## config.mk

```make
export PLATFORM = sky130hd
export DESIGN_NAME = execute_stage
export DESIGN_NICKNAME = d
export VERILOG_FILES = /design/src/verilog/rv_pkg.sv /design/src/verilog/execute_stage.sv
export SDC_FILE = /design/constraint.sdc
export NUM_CORES = 1
export LEC_CHECK = 0
export ABC_AREA = 1
export ABC_CLOCK_PERIOD_IN_PS = 6700
export BUFFER_PORTS_ARGS = -buffer_cell sky130_fd_sc_hd__buf_2
export CAP_MARGIN = 15
export CORE_MARGIN = 2
export CORE_UTILIZATION = 50
export DETAILED_ROUTE_END_ITERATION = 10
export MAX_ROUTING_LAYER = met4
export PLACE_DENSITY = 0.76
export SYNTH_ARGS = -nofsm -noshare
export SYNTH_HDL_FRONTEND = slang
export SYNTH_SLANG_ARGS = --single-unit
```

## constraint.sdc

```tcl
create_clock -name clk -period 6.7 [get_ports clk]
set_clock_uncertainty 0.15 [all_clocks]
set_input_delay 0 -clock clk [delete_from_list [all_inputs] [get_ports clk]]
set_output_delay 0 -clock clk [all_outputs]
set_load 0.02 [all_outputs]
```

## src/verilog/rv_pkg.sv

```systemverilog
`default_nettype none

package rv_pkg;

  localparam int XLEN       = 32;
  localparam int REG_ADDR_W = 5;

  // major opcodes of the supported subset
  typedef enum logic [6:0] {
    op_reg    = 7'b0110011,
    op_imm    = 7'b0010011,
    op_load   = 7'b0000011,
    op_store  = 7'b0100011,
    op_branch = 7'b1100011,
    op_jal    = 7'b1101111
  } opcode_e;

  typedef enum logic [2:0] {
    alu_add,
    alu_sub,
    alu_and,
    alu_or,
    alu_xor,
    alu_slt,
    alu_pass_b
  } alu_op_e;

  // operand source in execute, same codes as the forwarding function
  typedef enum logic [1:0] {
    fwd_rf  = 2'b00,
    fwd_mem = 2'b01,
    fwd_wb  = 2'b10
  } fwd_sel_e;

  typedef enum logic [1:0] {
    pc_seq    = 2'b00,
    pc_jal    = 2'b01,
    pc_branch = 2'b10
  } pc_src_e;

  typedef struct packed {
    logic            valid;
    logic [XLEN-1:0] pc;
    logic [XLEN-1:0] instr;
  } if_id_t;

  typedef struct packed {
    logic                  valid;
    logic [XLEN-1:0]       pc;
    logic [REG_ADDR_W-1:0] rs1;
    logic [REG_ADDR_W-1:0] rs2;
    logic [REG_ADDR_W-1:0] rd;
    logic [XLEN-1:0]       rd1;
    logic [XLEN-1:0]       rd2;
    logic [XLEN-1:0]       imm;
    alu_op_e               alu_op;
    logic                  use_imm;
    logic                  is_load;
    logic                  is_store;
    logic                  is_beq;
    logic                  is_bne;
    logic                  reg_write;
    logic                  link;     // jal, result is pc+4
  } id_ex_t;

  typedef struct packed {
    logic                  valid;
    logic [XLEN-1:0]       pc;
    logic [REG_ADDR_W-1:0] rd;
    logic [XLEN-1:0]       alu_result;
    logic [XLEN-1:0]       store_data;
    logic                  is_load;
    logic                  is_store;
    logic                  reg_write;
  } ex_mem_t;

  typedef struct packed {
    logic                  valid;
    logic [XLEN-1:0]       pc;
    logic [REG_ADDR_W-1:0] rd;
    logic [XLEN-1:0]       result;
    logic                  reg_write;
  } mem_wb_t;

  typedef struct packed {
    logic [XLEN-1:0]       pc;
    logic [REG_ADDR_W-1:0] rd;
    logic                  reg_write;
    logic [XLEN-1:0]       wdata;
  } retire_t;

endpackage

`default_nettype wire
```

## src/verilog/execute_stage.sv

```systemverilog
`timescale 1ns/100ps
`default_nettype none

module execute_stage (
  input  wire logic                    clk,
  input  wire logic                    arst_n,
  input  wire rv_pkg::id_ex_t          id_ex,
  input  wire rv_pkg::fwd_sel_e        fwd_a,
  input  wire rv_pkg::fwd_sel_e        fwd_b,
  input  wire rv_pkg::mem_wb_t         mem_wb,
  output rv_pkg::pc_src_e              pc_src,
  output logic [rv_pkg::XLEN-1:0]      br_target,
  output rv_pkg::ex_mem_t              ex_mem
);
  import rv_pkg::*;

  logic [XLEN-1:0] src_a;
  logic [XLEN-1:0] src_b;
  logic [XLEN-1:0] alu_b;
  logic [XLEN-1:0] alu_out;
  logic            lt;
  logic            eq;
  logic            taken;

  always_comb begin
    case (fwd_a)
      fwd_mem: src_a = ex_mem.alu_result;
      fwd_wb:  src_a = mem_wb.result;
      default: src_a = id_ex.rd1;
    endcase
  end

  always_comb begin
    case (fwd_b)
      fwd_mem: src_b = ex_mem.alu_result;
      fwd_wb:  src_b = mem_wb.result;
      default: src_b = id_ex.rd2;
    endcase
  end

  // jal hands its return address to the ALU, which passes it through
  assign alu_b = id_ex.link    ? id_ex.pc + XLEN'(4) :
                 id_ex.use_imm ? id_ex.imm           : src_b;
  assign lt    = $signed(src_a) < $signed(alu_b);

  always_comb begin
    case (id_ex.alu_op)
      alu_add:    alu_out = src_a + alu_b;
      alu_sub:    alu_out = src_a - alu_b;
      alu_and:    alu_out = src_a & alu_b;
      alu_or:     alu_out = src_a | alu_b;
      alu_xor:    alu_out = src_a ^ alu_b;
      alu_slt:    alu_out = {{(XLEN-1){1'b0}}, lt};
      alu_pass_b: alu_out = alu_b;
      default:    alu_out = '0;
    endcase
  end

  // branch compare on forwarded operands
  assign eq        = src_a == src_b;
  assign taken     = id_ex.valid && ((id_ex.is_beq && eq) || (id_ex.is_bne && !eq));
  assign pc_src    = taken ? pc_branch : pc_seq;
  assign br_target = id_ex.pc + id_ex.imm;

  always_ff @(posedge clk or negedge arst_n) begin
    if (!arst_n) begin
      ex_mem <= '0;
    end else begin
      ex_mem.valid      <= id_ex.valid;
      ex_mem.pc         <= id_ex.pc;
      ex_mem.rd         <= id_ex.rd;
      ex_mem.alu_result <= alu_out;
      ex_mem.store_data <= src_b;
      ex_mem.is_load    <= id_ex.is_load;
      ex_mem.is_store   <= id_ex.is_store;
      ex_mem.reg_write  <= id_ex.reg_write;
    end
  end

endmodule

`default_nettype wire

```

; ---- Yosys cells after proc, flatten, opt, wreduce, memory -nomap -nowiden
; Cells that the tools add are included.
[classes]
addsub = 4
n_lt_le_gt_ge = 1
n_eq_ne = 11
n_mux = 6
bitwise = 3
reduce_logical = 6
[ops]
columns = op, count
row1 = $pmux 32 s7, 1
row2 = $pmux 32 s2, 2
row3 = $add 32x32->32, 2
row4 = $mux 32, 2
row5 = $add 32x3->32 const B, 1
row6 = $and 32x32->32, 1
row7 = $eq 32x32->1, 1
row8 = $lt 32x32->1, 1
row9 = $or 32x32->32, 1
row10 = $sub 32x32->32, 1
row11 = $xor 32x32->32, 1
row12 = $eq 3x3->1 const B, 3
row13 = $eq 3x2->1 const B, 2
row14 = $eq 2x1->1 const B, 2
row15 = $eq 2x2->1 const B, 2
row16 = $eq 3x1->1 const B, 1
row17 = $logic_and 1x1->1, 3
row18 = $logic_not 3->1, 1
row19 = $mux 2, 1
row20 = $logic_not 1->1, 1
row21 = $logic_or 1x1->1, 1
[word_totals]
regBits = 105
in_bits = 231
out_inout_bits = 139
wordCells = 39

; ---- Depth between registers and ports, before layout
[depth]
ltp_word = 8
depth_mapped = 25
ltp_nobuf = 24

; ---- Worst setup path before layout
; Ideal clock, no wire load.
[synth_path]
path_kind = input-to-reg
start = input fwd_b[0]
end = register ex_mem[65] (netlist bit)
setup_time_ns = 0.127
arrival_time_ns = 2.648
required_time_ns = 6.423
setup_slack_ns = 3.775
stages = 24
n_path_buf = 1
path_cell_list = inv_1 > ha_1 > inv_2 > buf_6 > or2_0 > nand2_1 > o21ai_0 > o21ai_0 > inv_1 > ha_1 > inv_1 > fa_1 > inv_1 > nand2_1 > o21ai_1 > nand2_1 > nand2_1 > nand3_1 > nand2_1 > nand2_1 > nand2_1 > nand2_1 > nand3_1 > nand3b_1
[synth_between]
elab_chain_len = 6
word_cells_on_any_way = 11
classes_between = add/sub (2) / eq/ne (2) / mux (4) / bitwise (3)
[synth_rtl]
columns = item, line_no
row1 = from (decl), execute_stage.sv:9  ; input wire rv_pkg::fwd_sel_e fwd_b,
row2 = $eq 2x2->1 or $eq 2x1->1 (tied branches), execute_stage.sv:34  ; case (fwd_b)
row3 = $pmux 32 s2 *, execute_stage.sv:34
row4 = $mux 32 *, execute_stage.sv:43  ; id_ex.use_imm ? id_ex.imm : src_b;
row5 = $mux 32 *, execute_stage.sv:42  ; assign alu_b = id_ex.link ? id_ex.pc + XLEN'(4) :
row6 = $sub 32x32->32 (tied with other cells), execute_stage.sv:49  ; alu_sub: alu_out = src_a - alu_b;
row7 = $pmux 32 s7 *, execute_stage.sv:47  ; case (id_ex.alu_op)
row8 = named net alu_out[30], execute_stage.sv:20  ; logic [XLEN-1:0] alu_out;
row9 = to (decl), execute_stage.sv:13  ; output rv_pkg::ex_mem_t ex_mem
; Mark *: on every way through the listed nets, which the timed path passes. The rest lies on a longest branch.

; ---- Worst setup path in the final report
[layout_path]
start = input id_ex[124] (netlist bit)
end = register ex_mem[50] (netlist bit)
[layout_between]
elab_chain_len = 4
word_cells_on_any_way = 8
classes_between = add/sub (3) / mux (2) / bitwise (3)
[layout_rtl]
columns = item, line_no
row1 = from (decl), execute_stage.sv:7  ; input wire rv_pkg::id_ex_t id_ex,
row2 = $add 32x3->32 *, execute_stage.sv:42
row3 = $mux 32 *, execute_stage.sv:42
row4 = $sub 32x32->32 (tied with other cells), execute_stage.sv:49
row5 = $pmux 32 s7 *, execute_stage.sv:47
row6 = named net alu_out[15], execute_stage.sv:20
; Marks and branches as above.

==> flow_metrics.env <==
export IMPL_setup_tns_final_ns=0
export IMPL_path_buf_inv=4
export IMPL_grt_most_used_layer="met2"
export IMPL_clock_path_buffers=2
export IMPL_min_path_type="in -> async"
export IMPL_post_synth_main_area_contributors="sky130_fd_sc_hd__dfrtp_1 19%, sky130_fd_sc_hd__nand2_1 18%, sky130_fd_sc_hd__ha_1 14%"
export IMPL_cp_slowest_stage_delay_ns=0.57
export IMPL_route_detailed_wl_per_inst_microns=21.0
export IMPL_pleak_nw=8.89
export IMPL_critical_path_arrival_ns=4.31
export IMPL_netlist_area_leader_share=0.190
export IMPL_fin_crit_ns=4.24
export IMPL_outcome="finished, final reports clean"
export IMPL_synthesis_stage_register_bit_count=105
export IMPL_worst_setup_path_end_kind="register"
export IMPL_worst_setup_hold_path_clk_slew_ns=0.09
export IMPL_drtAntennaViolNets=0
export IMPL_timing_critical_path_required_ns=6.77
export IMPL_timing_hold_ws_ns=0.0242
export IMPL_detailed_place_hpwl_microns=49500
export IMPL_root_driver="sky130_fd_sc_hd__clkbuf_16"
export IMPL_gr_usage_met1=0.548
export IMPL_number_of_cts_inserted_buffers=9
export IMPL_multiInputGateArea_sq_um=9880
export IMPL_grt_first_pass_wirelength_microns=94000
export IMPL_largest_net_degree_at_the_start_of_global_routing=65
export IMPL_cts_repair_resized=0
export IMPL_yosys_warnings=0
export IMPL_worst_path_max_delay_cell="sky130_fd_sc_hd__o21ai_0"
export IMPL_largest_register="ex_mem"
export IMPL_gp_routability_congestion=1.12
export IMPL_vias_per_cell=5.85
export IMPL_synth_cell_area_sq_um=13800
export IMPL_num_rows=60
export IMPL_remaining_global_route_overflow=0
export IMPL_syn_area_per_cell_sq_um=6.12
export IMPL_synth_edf_count=0
export IMPL_clkSinkCount=105
export IMPL_portBuffers=319
export IMPL_timing_max_slew_rel_slack=0.251
export IMPL_first_global_vias=16500
export IMPL_drt_iter0_drc=2361
export IMPL_pin_count=370
export IMPL_reg_largest_list="ex_mem x105"
export IMPL_clock_tree_htree_level_count=3
export IMPL_tritoncts_clock_tree="done"
export IMPL_critical_path_startpoint_type="input pin"
export IMPL_synthesis_nets=2645
export IMPL_max_cap_violations=0
export IMPL_totalWireLength_microns=63700
export IMPL_worst_path_dominant_cell_family="simple AND/OR/NAND/NOR gates"
export IMPL_max_slew_violations=0
export IMPL_num_fill_cells=2539
export IMPL_initial_utilization=0.511
export IMPL_power_density_nw_per_um2=204
export IMPL_drive_above_1_share=0.172
export IMPL_cell_taking_the_most_area_after_synthesis="sky130_fd_sc_hd__dfrtp_1"
export IMPL_seq_area_frac_synth=0.190
export IMPL_drt_drc_violations_left=0
export IMPL_synthFlopType="sky130_fd_sc_hd__dfrtp_1"
export IMPL_die_x_microns=170
export IMPL_detailroute_via_count=17700
export IMPL_yosysUniqueCellTypes=55
export IMPL_design_die_area_sq_um=29000
export IMPL_tightestPinTransition_ns=1.11
export IMPL_cts_post_setup_buffers_inserted=0
export IMPL_synthArstFlopShare=1.00
export IMPL_firstDrtPassIters=6
export IMPL_grt_antenna_before_repair=5
export IMPL_critPathMostFrequentCell="sky130_fd_sc_hd__nand2_1"
export IMPL_timing_critical_path_cells="dlygate4sd3_1, buf_2, ha_1, nand2_1, inv_1, nand2_2, nor2_4, nand2_2, nor2_2, nand3_1, o211ai_1, nand2_1, ha_1, inv_1, a21oi_1, o21ai_0, a21oi_1, nand2_1, o21ai_0, nand4_1"
export IMPL_clk_latency_ns=0.38
export IMPL_synthesis_instances=2261
export IMPL_setup_viol_count_final=0
export IMPL_num_nets_final=3029
export IMPL_final_hold_viol_count=0
export IMPL_core_sq_um=27100
export IMPL_flow_area_growth_from_synthesis_pct=22.9
export IMPL_crit_type="in -> reg"
export IMPL_met2_demand_to_capacity_share_in_global_routing=0.689
export IMPL_min_period_over_period=0.633
export IMPL_largest_register_ff_count=105
export IMPL_timing_critical_path_fanout_max=7
export IMPL_ir_worst_vdd_mv=0.137
export IMPL_setup_repair_after_global_routing_missed_its_margin="false"
export IMPL_global_route_usage_over_all_layers=0.440
export IMPL_register_area_sq_um=2630
export IMPL_max_clock_freq_ghz=0.236
export IMPL_die_height_microns=170
export IMPL_global_route_usage_met3=0.0872
export IMPL_cts_hold_buffers=104
==> stage by stage <==
step,util,setup WS (ns),power (W),std cells,area [sq um]
after global routing,0.628,2.32,0.00365,3026,17000
after detailed placement,0.578,2.48,0.00272,2901,15700
final,0.628,2.46,0.00346,3027,17000
after floorplan,-,3.77,0.00206,2261,13800
after CTS,0.627,2.82,0.00338,3021,17000
after global placement,0.578,2.60,0.00269,2901,15700
==> layout make-up <==
cell class              count  area share
clock buffers               9      0.0132
clock inverters             7     0.00470
inverters                 263      0.0580
multi-input cells        1829       0.580
diodes                      5    0.000735
flip-flops and latches    105       0.154
repair buffers            437       0.161
well taps                 372      0.0273
==> power breakdown <==
group / total (W) / switching (W) / leakage [nW] / internal [W]
clock: 0.000591 / 0.000323 / 0.146 / 0.000268
combinational: 0.00209 / 0.00144 / 7.48 / 0.000654
sequential: 0.000780 / 0.0000656 / 1.26 / 0.000714
==> cells by family after synthesis <==
group / after synthesis / synth area share
compound gates: 431 / 0.172
xor+xnor: 42 / 0.0266
fa+ha+maj: 153 / 0.140
buf+inv: 327 / 0.0975
flops: 105 / 0.190
other cells: 1 / 0.000271
simple gates: 1202 / 0.374
==> layer usage <==
metal | routed length, microns | vias to the layer above | part of all wire
met4 | 3280 | 0 | 0.052
met1 | 24600 | 8069 | 0.39
met3 | 7450 | 241 | 0.12
met5 | 0 | - | 0
met2 | 28300 | 1245 | 0.44
li1 | - | 8159 | -
==> synthesized netlist by cell type, types with 7 or more instances <==
cell	number
sky130_fd_sc_hd__buf_6	9
sky130_fd_sc_hd__xor2_1	24
sky130_fd_sc_hd__nor2_2	7
sky130_fd_sc_hd__nand3_1	204
sky130_fd_sc_hd__nand3b_1	18
sky130_fd_sc_hd__inv_1	234
sky130_fd_sc_hd__ha_1	150
sky130_fd_sc_hd__or2_2	28
sky130_fd_sc_hd__or2_1	16
sky130_fd_sc_hd__nand2_2	29
sky130_fd_sc_hd__nand4_1	14
sky130_fd_sc_hd__inv_2	29
sky130_fd_sc_hd__nor3_1	30
sky130_fd_sc_hd__a221oi_1	10
sky130_fd_sc_hd__clkbuf_1	17
sky130_fd_sc_hd__nand2_1	657
sky130_fd_sc_hd__o22ai_1	17
sky130_fd_sc_hd__o21a_1	9
sky130_fd_sc_hd__or2_0	9
sky130_fd_sc_hd__o211ai_1	11
sky130_fd_sc_hd__a21oi_1	197
sky130_fd_sc_hd__buf_2	30
sky130_fd_sc_hd__dfrtp_1	105
sky130_fd_sc_hd__o21ai_0	134
sky130_fd_sc_hd__xnor2_1	18
sky130_fd_sc_hd__nor2_1	181
sky130_fd_sc_hd__o21ai_1	17
==> final timing paths <==
check / from / endpoint / slack (ns) / cells after the start
max in group asynchronous: arst_n / ex_mem[59] / 5.04 / 3
max: id_ex[124] / ex_mem[50] / 2.46 / 20
max reg2reg: ex_mem[37] / ex_mem[50] / 2.73 / 17
min: arst_n / ex_mem[76] / 0.02 / 2
min in group clk: id_ex[7] / ex_mem[35] / 0.05 / 6
min reg2reg: ex_mem[51] / ex_mem[19] / 0.74 / 4
==> cell usage in the layout (no fill, tap or decap), drive strengths merged, types with 2 or more instances in the layout <==
cell	count
a31oi	2
nor2	189
o221ai	3
o211ai	11
or2	53
o211a	2
nor4	3
a21o	3
buf	332
diode	5
ha	150
xor2	24
nand3b	18
o21a	9
o21ai	157
dfrtp	105
o21bai	7
nand2	686
o2111ai	3
o22ai	17
a22oi	2
nor3	32
xnor2	18
nand4	14
dlygate4sd3	104
fa	3
clkinv	2
a21oi	199
clkbuf	10
nand3	205
inv	267
a221oi	10
Note: power is estimated with default switching activity, not from simulation.
