**config.mk**
```make
export PLATFORM = sky130hd
export DESIGN_NAME = hazard
export DESIGN_NICKNAME = d
export VERILOG_FILES = /design/src/verilog/rv_pkg.sv /design/src/verilog/hazard.sv
export SDC_FILE = /design/constraint.sdc
export NUM_CORES = 1
export LEC_CHECK = 0
export ABC_AREA = 1
export BUFFER_PORTS_ARGS = -buffer_cell sky130_fd_sc_hd__buf_2
export CAP_MARGIN = 20
export CELL_PAD_IN_SITES_DETAIL_PLACEMENT = 1
export CELL_PAD_IN_SITES_GLOBAL_PLACEMENT = 1
export CORE_MARGIN = 2
export CORE_UTILIZATION = 24
export DETAILED_ROUTE_END_ITERATION = 8
export PLACE_DENSITY_LB_ADDON = 0.3
export SYNTH_ARGS = -nofsm -noshare
export SYNTH_HDL_FRONTEND = slang
export SYNTH_SLANG_ARGS = --single-unit
```
**constraint.sdc**
```tcl
create_clock -name vclk -period 2
set_clock_uncertainty 0.1 [all_clocks]
set_input_delay 0.4 -clock vclk [all_inputs]
set_output_delay 0.4 -clock vclk [all_outputs]
set_load 0.05 [all_outputs]
```
**src/verilog/rv_pkg.sv**
```systemverilog
`default_nettype none

package rv_pkg;

  localparam int XLEN       = 32;
  localparam int REG_ADDR_W = 5;

  // major opcodes of the supported subset
  typedef enum logic [6:0] {
    op_reg    = 7'b0110011,
    op_imm    = 7'b0010011,
    op_load   = 7'b0000011,
    op_store  = 7'b0100011,
    op_branch = 7'b1100011,
    op_jal    = 7'b1101111
  } opcode_e;

  typedef enum logic [2:0] {
    alu_add,
    alu_sub,
    alu_and,
    alu_or,
    alu_xor,
    alu_slt,
    alu_pass_b
  } alu_op_e;

  // operand source in execute, same codes as the forwarding function
  typedef enum logic [1:0] {
    fwd_rf  = 2'b00,
    fwd_mem = 2'b01,
    fwd_wb  = 2'b10
  } fwd_sel_e;

  typedef enum logic [1:0] {
    pc_seq    = 2'b00,
    pc_jal    = 2'b01,
    pc_branch = 2'b10
  } pc_src_e;

  typedef struct packed {
    logic            valid;
    logic [XLEN-1:0] pc;
    logic [XLEN-1:0] instr;
  } if_id_t;

  typedef struct packed {
    logic                  valid;
    logic [XLEN-1:0]       pc;
    logic [REG_ADDR_W-1:0] rs1;
    logic [REG_ADDR_W-1:0] rs2;
    logic [REG_ADDR_W-1:0] rd;
    logic [XLEN-1:0]       rd1;
    logic [XLEN-1:0]       rd2;
    logic [XLEN-1:0]       imm;
    alu_op_e               alu_op;
    logic                  use_imm;
    logic                  is_load;
    logic                  is_store;
    logic                  is_beq;
    logic                  is_bne;
    logic                  reg_write;
    logic                  link;     // jal, result is pc+4
  } id_ex_t;

  typedef struct packed {
    logic                  valid;
    logic [XLEN-1:0]       pc;
    logic [REG_ADDR_W-1:0] rd;
    logic [XLEN-1:0]       alu_result;
    logic [XLEN-1:0]       store_data;
    logic                  is_load;
    logic                  is_store;
    logic                  reg_write;
  } ex_mem_t;

  typedef struct packed {
    logic                  valid;
    logic [XLEN-1:0]       pc;
    logic [REG_ADDR_W-1:0] rd;
    logic [XLEN-1:0]       result;
    logic                  reg_write;
  } mem_wb_t;

  typedef struct packed {
    logic [XLEN-1:0]       pc;
    logic [REG_ADDR_W-1:0] rd;
    logic                  reg_write;
    logic [XLEN-1:0]       wdata;
  } retire_t;

endpackage

`default_nettype wire
```
**src/verilog/hazard.sv**
```systemverilog
`timescale 1ns/100ps
`default_nettype none

module hazard (
  input  wire logic                             clk,
  input  wire logic [rv_pkg::REG_ADDR_W-1:0]    d_rs1,
  input  wire logic [rv_pkg::REG_ADDR_W-1:0]    d_rs2,
  input  wire logic                             d_jal,
  input  wire logic [rv_pkg::REG_ADDR_W-1:0]    e_rs1,
  input  wire logic [rv_pkg::REG_ADDR_W-1:0]    e_rs2,
  input  wire logic [rv_pkg::REG_ADDR_W-1:0]    e_rd,
  input  wire logic                             e_is_load,
  input  wire rv_pkg::pc_src_e                  e_pc_src,
  input  wire logic [rv_pkg::REG_ADDR_W-1:0]    m_rd,
  input  wire logic                             m_reg_write,
  input  wire logic [rv_pkg::REG_ADDR_W-1:0]    w_rd,
  input  wire logic                             w_reg_write,
  output rv_pkg::fwd_sel_e                      fwd_a,
  output rv_pkg::fwd_sel_e                      fwd_b,
  output logic                                  f_stall,
  output logic                                  d_stall,
  output logic                                  d_flush,
  output logic                                  e_flush
);
  import rv_pkg::*;

  logic lw_stall;
  logic redirect;

  // memory stage first, then writeback, x0 is never forwarded
  function automatic fwd_sel_e fwd_select(
    input logic [REG_ADDR_W-1:0] rs,
    input logic [REG_ADDR_W-1:0] mem_rd,
    input logic                  mem_we,
    input logic [REG_ADDR_W-1:0] wb_rd,
    input logic                  wb_we
  );
    if (rs == '0)                     fwd_select = fwd_rf;
    else if (rs == mem_rd && mem_we)  fwd_select = fwd_mem;
    else if (rs == wb_rd && wb_we)    fwd_select = fwd_wb;
    else                              fwd_select = fwd_rf;
  endfunction

  assign fwd_a = fwd_select(e_rs1, m_rd, m_reg_write, w_rd, w_reg_write);
  assign fwd_b = fwd_select(e_rs2, m_rd, m_reg_write, w_rd, w_reg_write);

  assign lw_stall = e_is_load && e_rd != '0 && (d_rs1 == e_rd || d_rs2 == e_rd);
  assign redirect = e_pc_src != pc_seq;  // taken branch

  assign f_stall = lw_stall;
  assign d_stall = lw_stall;
  assign d_flush = redirect | d_jal;
  assign e_flush = redirect | lw_stall;

  // a load in execute can never be a taken branch as well
  a_stall_vs_redirect: assert property (@(posedge clk) !(lw_stall && redirect));

endmodule

`default_nettype wire

```
; ---- After elaboration in Yosys (flattened, before gate mapping)
; Cells that the tools add are included.
[classes]
n_bitwise = 2
muxes = 6
eq_ne = 6
n_reduce_logical = 11
[op_table]
columns = cell, count
row1 = 5-bit == test, 6
row2 = 2-bit two-way mux, 6
row3 = 5-bit logical NOT, 2
row4 = 1-bit logical AND, 6
row5 = 5-bit nonzero test, 1
row6 = 1-bit OR, 2
row7 = 2-bit nonzero test, 1
row8 = 1-bit logical OR, 1
[word_totals]
regBits = 0
inputBits = 42

; ---- Longest topological paths before layout
; Gate-level depths: netlist of run 1.
[logic_depth]
ltp_word = 5
mapped_depth = 9
mapped_depth_nobuf = 8

; ---- Least setup slack after synthesis of run 1
; OpenSTA, ideal clock, no wires.
[synth_path]
path_type = input to output
start = input port e_rs2[3] (netlist bit)
end = output port fwd_b[0]
stages = 4
arrival_ps = 1762
slack_ps = -262
path_buffers = 0
path_cell_list = inv_1 > a21oi_1 > nand4_1 > nor3_1
[synth_via]
elab_chain_cells = 4
[synth_rtl]
columns = element, line_no
row1 = start: declaration, hazard.sv:10  ; input wire logic [rv_pkg::REG_ADDR_W-1:0] e_rs2,
row2 = 5-bit == test, hazard.sv:39  ; else if (rs == mem_rd && mem_we) fwd_select = fwd_mem;
row3 = 1-bit logical AND, hazard.sv:39
row4 = 2-bit two-way mux, hazard.sv:39
row5 = 2-bit two-way mux (*), hazard.sv:38  ; if (rs == '0) fwd_select = fwd_rf;
row6 = end: declaration, hazard.sv:19  ; output rv_pkg::fwd_sel_e fwd_b,
; Every way passes the cells marked *; elsewhere a longest branch is shown, timed or not.

; ---- Worst setup path after layout of run 1
[layout_path]
start = input port e_rs1[1] (netlist bit)
end = output port fwd_a[1]
[layout_via]
elab_chain_cells = 5
[layout_rtl]
columns = element, line_no
row1 = start: declaration, hazard.sv:9  ; input wire logic [rv_pkg::REG_ADDR_W-1:0] e_rs1,
row2 = 5-bit == test, hazard.sv:40  ; else if (rs == wb_rd && wb_we) fwd_select = fwd_wb;
row3 = 1-bit logical AND, hazard.sv:40
row4 = 2-bit two-way mux, hazard.sv:40
row5 = 2-bit two-way mux, hazard.sv:39
row6 = 2-bit two-way mux (*), hazard.sv:38
row7 = end: declaration, hazard.sv:18  ; output rv_pkg::fwd_sel_e fwd_a,
; Marked as above.

==> impl_metrics.env, run 1 <==
export IMPL_status="completed"
export IMPL_worstPathRequired_ns=1.50
export IMPL_post_place_ws_ns=0.155
export IMPL_avgSynthCellArea_um2=4.53
export IMPL_seqCellArea_um2=0
export IMPL_crit_type="in -> out"
export IMPL_syn_inst=125
export IMPL_seq_area_frac_synth_pct=0
export IMPL_cp_startpoint="e_rs1[1]"
export IMPL_vias=893
export IMPL_drt_iter0_markers=5
export IMPL_post_synth_and_or_nand_nor_area_fraction_pct=58.7
export IMPL_grt_start_max_net_pins=5
export IMPL_diodes=0
export IMPL_busiest_layer="met2"
export IMPL_endpoint_kind="output pin"
export IMPL_finalSetupTns_ns=0
export IMPL_grtUsageTotal_pct=15.8
export IMPL_synth_xor_area_share_pct=15.5
export IMPL_finish_utilization_pct=38.5
export IMPL_period_minus_slack_ns=1.84
export IMPL_p_leak_nw=0.559
export IMPL_hpwl_mm=1.93
export IMPL_finalWirelength_mm=2.01
export IMPL_port_buffers=49
export IMPL_setup_viol=0
export IMPL_drive_above_1_share_pct=29.5
export IMPL_cellPowerDensity_nw_per_um2=201
export IMPL_num_rows=17
export IMPL_met3_usage_pct=0.286
export IMPL_finalHoldViolCount=0
export IMPL_wire_per_inst_um=10.0
export IMPL_synth_fp_nets=167
export IMPL_worst_slew_margin_rel_pct=80.7
export IMPL_dr_pass1_iters=3
export IMPL_grt_use_met1_pct=19.2
export IMPL_io_pins=50
export IMPL_grt_pass1_wl_mm=3.44
export IMPL_drv_slew=0
export IMPL_grt_pass1_vias=886
export IMPL_yosys_mux_area_fraction_pct=0
export IMPL_cp_slowest_stage_delay_ns=0.27
export IMPL_max_cap_violations=0
export IMPL_synthAdderAreaFrac_pct=0
export IMPL_worstMarginPinSlew_ns=0.287
export IMPL_coreArea_um2=2210
export IMPL_syn_to_final_growth_pct=50.3
export IMPL_crit_cells=8
export IMPL_fin_crit_sh_pct=91.9
export IMPL_grt_ovfl_total=0
export IMPL_nNetsFinal=217
export IMPL_place_congestion=0.744
export IMPL_worstHoldPathType="in -> out"
export IMPL_synth_top_family_by_area="simple AND/OR/NAND/NOR gates"
export IMPL_cts_repair_resized=0
export IMPL_ys_types=14
export IMPL_holdBufCountCts=0
export IMPL_crit_arrival_ns=1.34
export IMPL_path_delay_family="simple AND/OR/NAND/NOR gates"
export IMPL_endpoint="fwd_a[1]"
export IMPL_die_h_um=52.6
export IMPL_synth_area_um2=567
export IMPL_start_kind="primary input"
export IMPL_fmax_mhz=544
export IMPL_n_clock_buffer=0
export IMPL_path_cells="buf_2 -> inv_1 -> nand2_1 -> nor3_1 -> nor2_1 -> nand3_1 -> nor2_1 -> buf_2"
export IMPL_drc=0
export IMPL_die_w_um=52.6
export IMPL_seq_cell_count=0
export IMPL_cp_slowest_cell="nor3_1"
export IMPL_post_cts_buffers=0
export IMPL_synth_compound_area_share_pct=5.96
export IMPL_yosys_warnings=0
export IMPL_antenna_left=0
export IMPL_antenna_found_initial=0
export IMPL_viasPerCell=4.44
export IMPL_crit_fanout=4
export IMPL_die_area_um2=2770
export IMPL_setup_slack_ns=0.163
export IMPL_rsz0062_at_grt="no"
export IMPL_ir_worst_vdd_mv=0.0714
export IMPL_crit_buf_inv=3
export IMPL_use_met2_pct=31.5
export IMPL_initial_core_util_pct=25.6
==> where the power goes <==
group / internal (W) / switching [W] / total, W
logic: 0.0000720 / 0.0000995 / 0.000172
clock network: 0 / 0 / 0
registers: 0 / 0 / 0
==> final cells by class <==
type               count  area, µm²
fillers              357       1360
multi-input cells     96        464
repair buffers        49        248
inverters             28        105
well taps             28       35.0
==> worst min-delay path: cells and delay by family <==
family / cells / cell delay (ns)
buf+inv: 3 / 0.33
simple gates: 1 / 0.04
==> worst min path at each step <==
stage / startpoint / to / depth (start not counted)
after detailed placement: d_jal / d_flush / 4
final: d_jal / d_flush / 4
after CTS: d_jal / d_flush / 4
after global routing: d_jal / d_flush / 4
after global placement: d_jal / d_flush / 4
after floorplan: e_rs1[2] / fwd_a[0] / 3
==> synth_stat cells (all sizes together) <==
cell type / count / area share, %
o22ai: 1 / 1.1
or2: 3 / 3.3
nand3: 7 / 6.2
buf: 1 / 1.3
xor2: 1 / 1.5
xnor2: 9 / 14
nand2: 45 / 30
nor3: 5 / 4.4
o211ai: 1 / 1.3
a21oi: 2 / 1.8
nor2: 16 / 11
o21ai: 2 / 1.8
inv: 28 / 19
nand4: 4 / 4.4
==> metrics by stage <==
stage,hold slack (ns),std cells,instance area [µm²],power [W]
after global routing,1.13,201,852,0.000196
after global placement,1.08,201,850,0.000167
after floorplan,0.955,125,577,0.0000966
after detailed placement,1.08,201,850,0.000174
after CTS,1.08,201,850,0.000174
final,1.07,201,852,0.000172
==> routing by layer <==
layer / wire length [µm] / share of wire, %
met2: 1060 / 53
met3: 105 / 5.2
met1: 843 / 42
met4: 0 / 0
met5: 0 / 0
==> cell usage in the layout, fill, tap and decap left out <==
cell type	count
buf_2	48
nand2_1	45
inv_1	28
nor2_1	16
xnor2_1	9
nand3_1	7
nand4_1	4
nor3_1	3
or2_1	3
a21oi_1	2
nor3_2	2
o21ai_0	2
o211ai_1	1
xor2_1	1
o22ai_1	1
clkbuf_4	1
==> kinds of logic (layout without fill, tap and decap cells) <==
| group | count (synthesis) | after routing |
|---|---|---|
| AND/OR/NAND/NOR | 80 | 80 |
| buffers and inverters | 29 | 77 |
| XOR/XNOR | 10 | 10 |
| AO/OA/AOI/OAI | 6 | 6 |
Note: power is estimated with default switching activity, not from simulation.
==> inputs of run 2 (changes only) <==
==> constraint.sdc (replaced) <==
create_clock -name vclk -period 2.15
set_clock_uncertainty 0.1 [all_clocks]
set_input_delay 0.43 -clock vclk [all_inputs]
set_output_delay 0.43 -clock vclk [all_outputs]
set_load 0.05 [all_outputs]
==> run 2 against run 1 <==
Cell count unchanged. Wire length rose by 1.4%. Power is 7.0% lower. Sequential share of layout area unchanged. First-iteration DRC count fell by 60%. Critical path depth did not move. Combinational power fell by 7%. Final area fell by 0.29%. Setup slack improved by 0.075 ns. Worst hold slack gained 0.059 ns.
==> impl_metrics.env, run 2 (same netlist as run 1, synthesis figures left out) <==
export IMPL_status="completed"
export IMPL_grt_ovfl_total=0
export IMPL_max_cap_violations=0
export IMPL_fmax_mhz=523
export IMPL_start_kind="primary input"
export IMPL_hpwl_mm=1.93
export IMPL_worst_slew_margin_rel_pct=80.4
export IMPL_holdWs_ns=1.13
export IMPL_post_cts_buffers=0
export IMPL_worstPathRequired_ns=1.62
export IMPL_post_place_ws_ns=0.231
export IMPL_initial_core_util_pct=25.6
export IMPL_final_common_cell="buf_2"
export IMPL_crit_arrival_ns=1.38
export IMPL_drt_iter0_markers=2
export IMPL_grt_pass1_vias=889
export IMPL_diodes=0
export IMPL_num_rows=17
export IMPL_path_delay_family="simple AND/OR/NAND/NOR gates"
export IMPL_place_congestion=0.745
export IMPL_cp_startpoint="e_rs1[1]"
export IMPL_syn_to_final_growth_pct=49.9
export IMPL_setup_slack_ns=0.238
export IMPL_port_buffers=49
export IMPL_wire_per_inst_um=10.1
export IMPL_viasPerCell=4.41
export IMPL_highest_layer="met3"
export IMPL_finalHoldViolCount=0
export IMPL_dr_pass1_iters=4
export IMPL_coreArea_um2=2210
export IMPL_finalSetupTns_ns=0
export IMPL_path_cells="buf_2 -> inv_1 -> nand2_1 -> nor3_1 -> nor2_1 -> nand3_1 -> nor2_1 -> buf_2"
export IMPL_seqCellArea_um2=0
export IMPL_hp_start="d_jal"
export IMPL_crit_cells=8
export IMPL_p_leak_nw=0.559
export IMPL_wl_met1_um=892
export IMPL_met2WireLength_mm=1.04
export IMPL_die_h_um=52.6
export IMPL_grt_pass1_wl_mm=3.48
export IMPL_fin_crit_sh_pct=89.0
export IMPL_final_cell_mix="buf_2 (49), nand2_1 (45), inv_1 (28), nor2_1 (16), xnor2_1 (9)"
export IMPL_finalWirelength_mm=2.04
export IMPL_ir_worst_vdd_mv=0.0759
export IMPL_antenna_found_initial=0
export IMPL_drive_above_1_share_pct=29.5
export IMPL_die_w_um=52.6
export IMPL_cellPowerDensity_nw_per_um2=188
export IMPL_crit_type="in -> out"
export IMPL_holdBufCountCts=0
export IMPL_die_area_um2=2770
export IMPL_vias=886
export IMPL_hold_path_cell_count=4
export IMPL_grt_start_max_net_pins=5
export IMPL_cts_repair_resized=0
export IMPL_setup_viol=0
export IMPL_endpoint_kind="output pin"
export IMPL_drv_slew=0
export IMPL_rsz0062_at_grt="no"
export IMPL_nNetsFinal=217
export IMPL_final_cells=201
export IMPL_antenna_left=0
export IMPL_io_pins=50
export IMPL_worstHoldPathType="in -> out"
export IMPL_cp_slowest_cell="nor3_1"
export IMPL_power_w=0.000160
export IMPL_dpl_cell_count=201
export IMPL_period_minus_slack_ns=1.91
export IMPL_grtUsageTotal_pct=15.8
export IMPL_cp_slowest_stage_delay_ns=0.27
export IMPL_dr_wl_met3_um=104
export IMPL_n_clock_buffer=0
export IMPL_crit_buf_inv=3
export IMPL_seq_cell_count=0
export IMPL_worstMarginPinSlew_ns=0.292
export IMPL_crit_fanout=4
export IMPL_drc=0
==> run 2: cell types whose count changed in the layout (fill, tap and decap cells not counted) <==
cell / delta
buf_2: +1
clkbuf_4: -1
==> run 2: final timing paths <==
path | endpoint | slack [ns]
worst max-delay path | fwd_a[1] | 0.24
worst min-delay path | d_flush | 1.13
==> run 2: final cells by class <==
class,count,area (µm²)
Timing Repair Buffer,49,245
Tap cell,28,35.0
Multi-Input combinational cell,96,464
Inverter,28,105
Fill cell,347,1360
==> run 2: through the flow <==
step / instance area (µm²) / utilization [%]
after floorplan: 577 / -
after global placement: 850 / 38.4
after detailed placement: 850 / 38.4
after CTS: 850 / 38.4
after global routing: 850 / 38.4
final: 850 / 38.4
==> run 2: worst min-delay path: stages <==
cell and delay (ns):
buf_2 0.09, inv_1 0.04, nand2_1 0.04, buf_2 0.20
==> run 2: per-layer routing <==
layer	global-route usage, %	vias to the layer above
li1	-	471
met1	20.4	392
met2	30.4	23
met3	0.571	0
met4	0	0
met5	0	-
==> run 2: power by group <==
part	switching [W]	internal [W]	total, W
clock network	0	0	0
registers	0	0	0
logic	0.0000927	0.0000668	0.000160
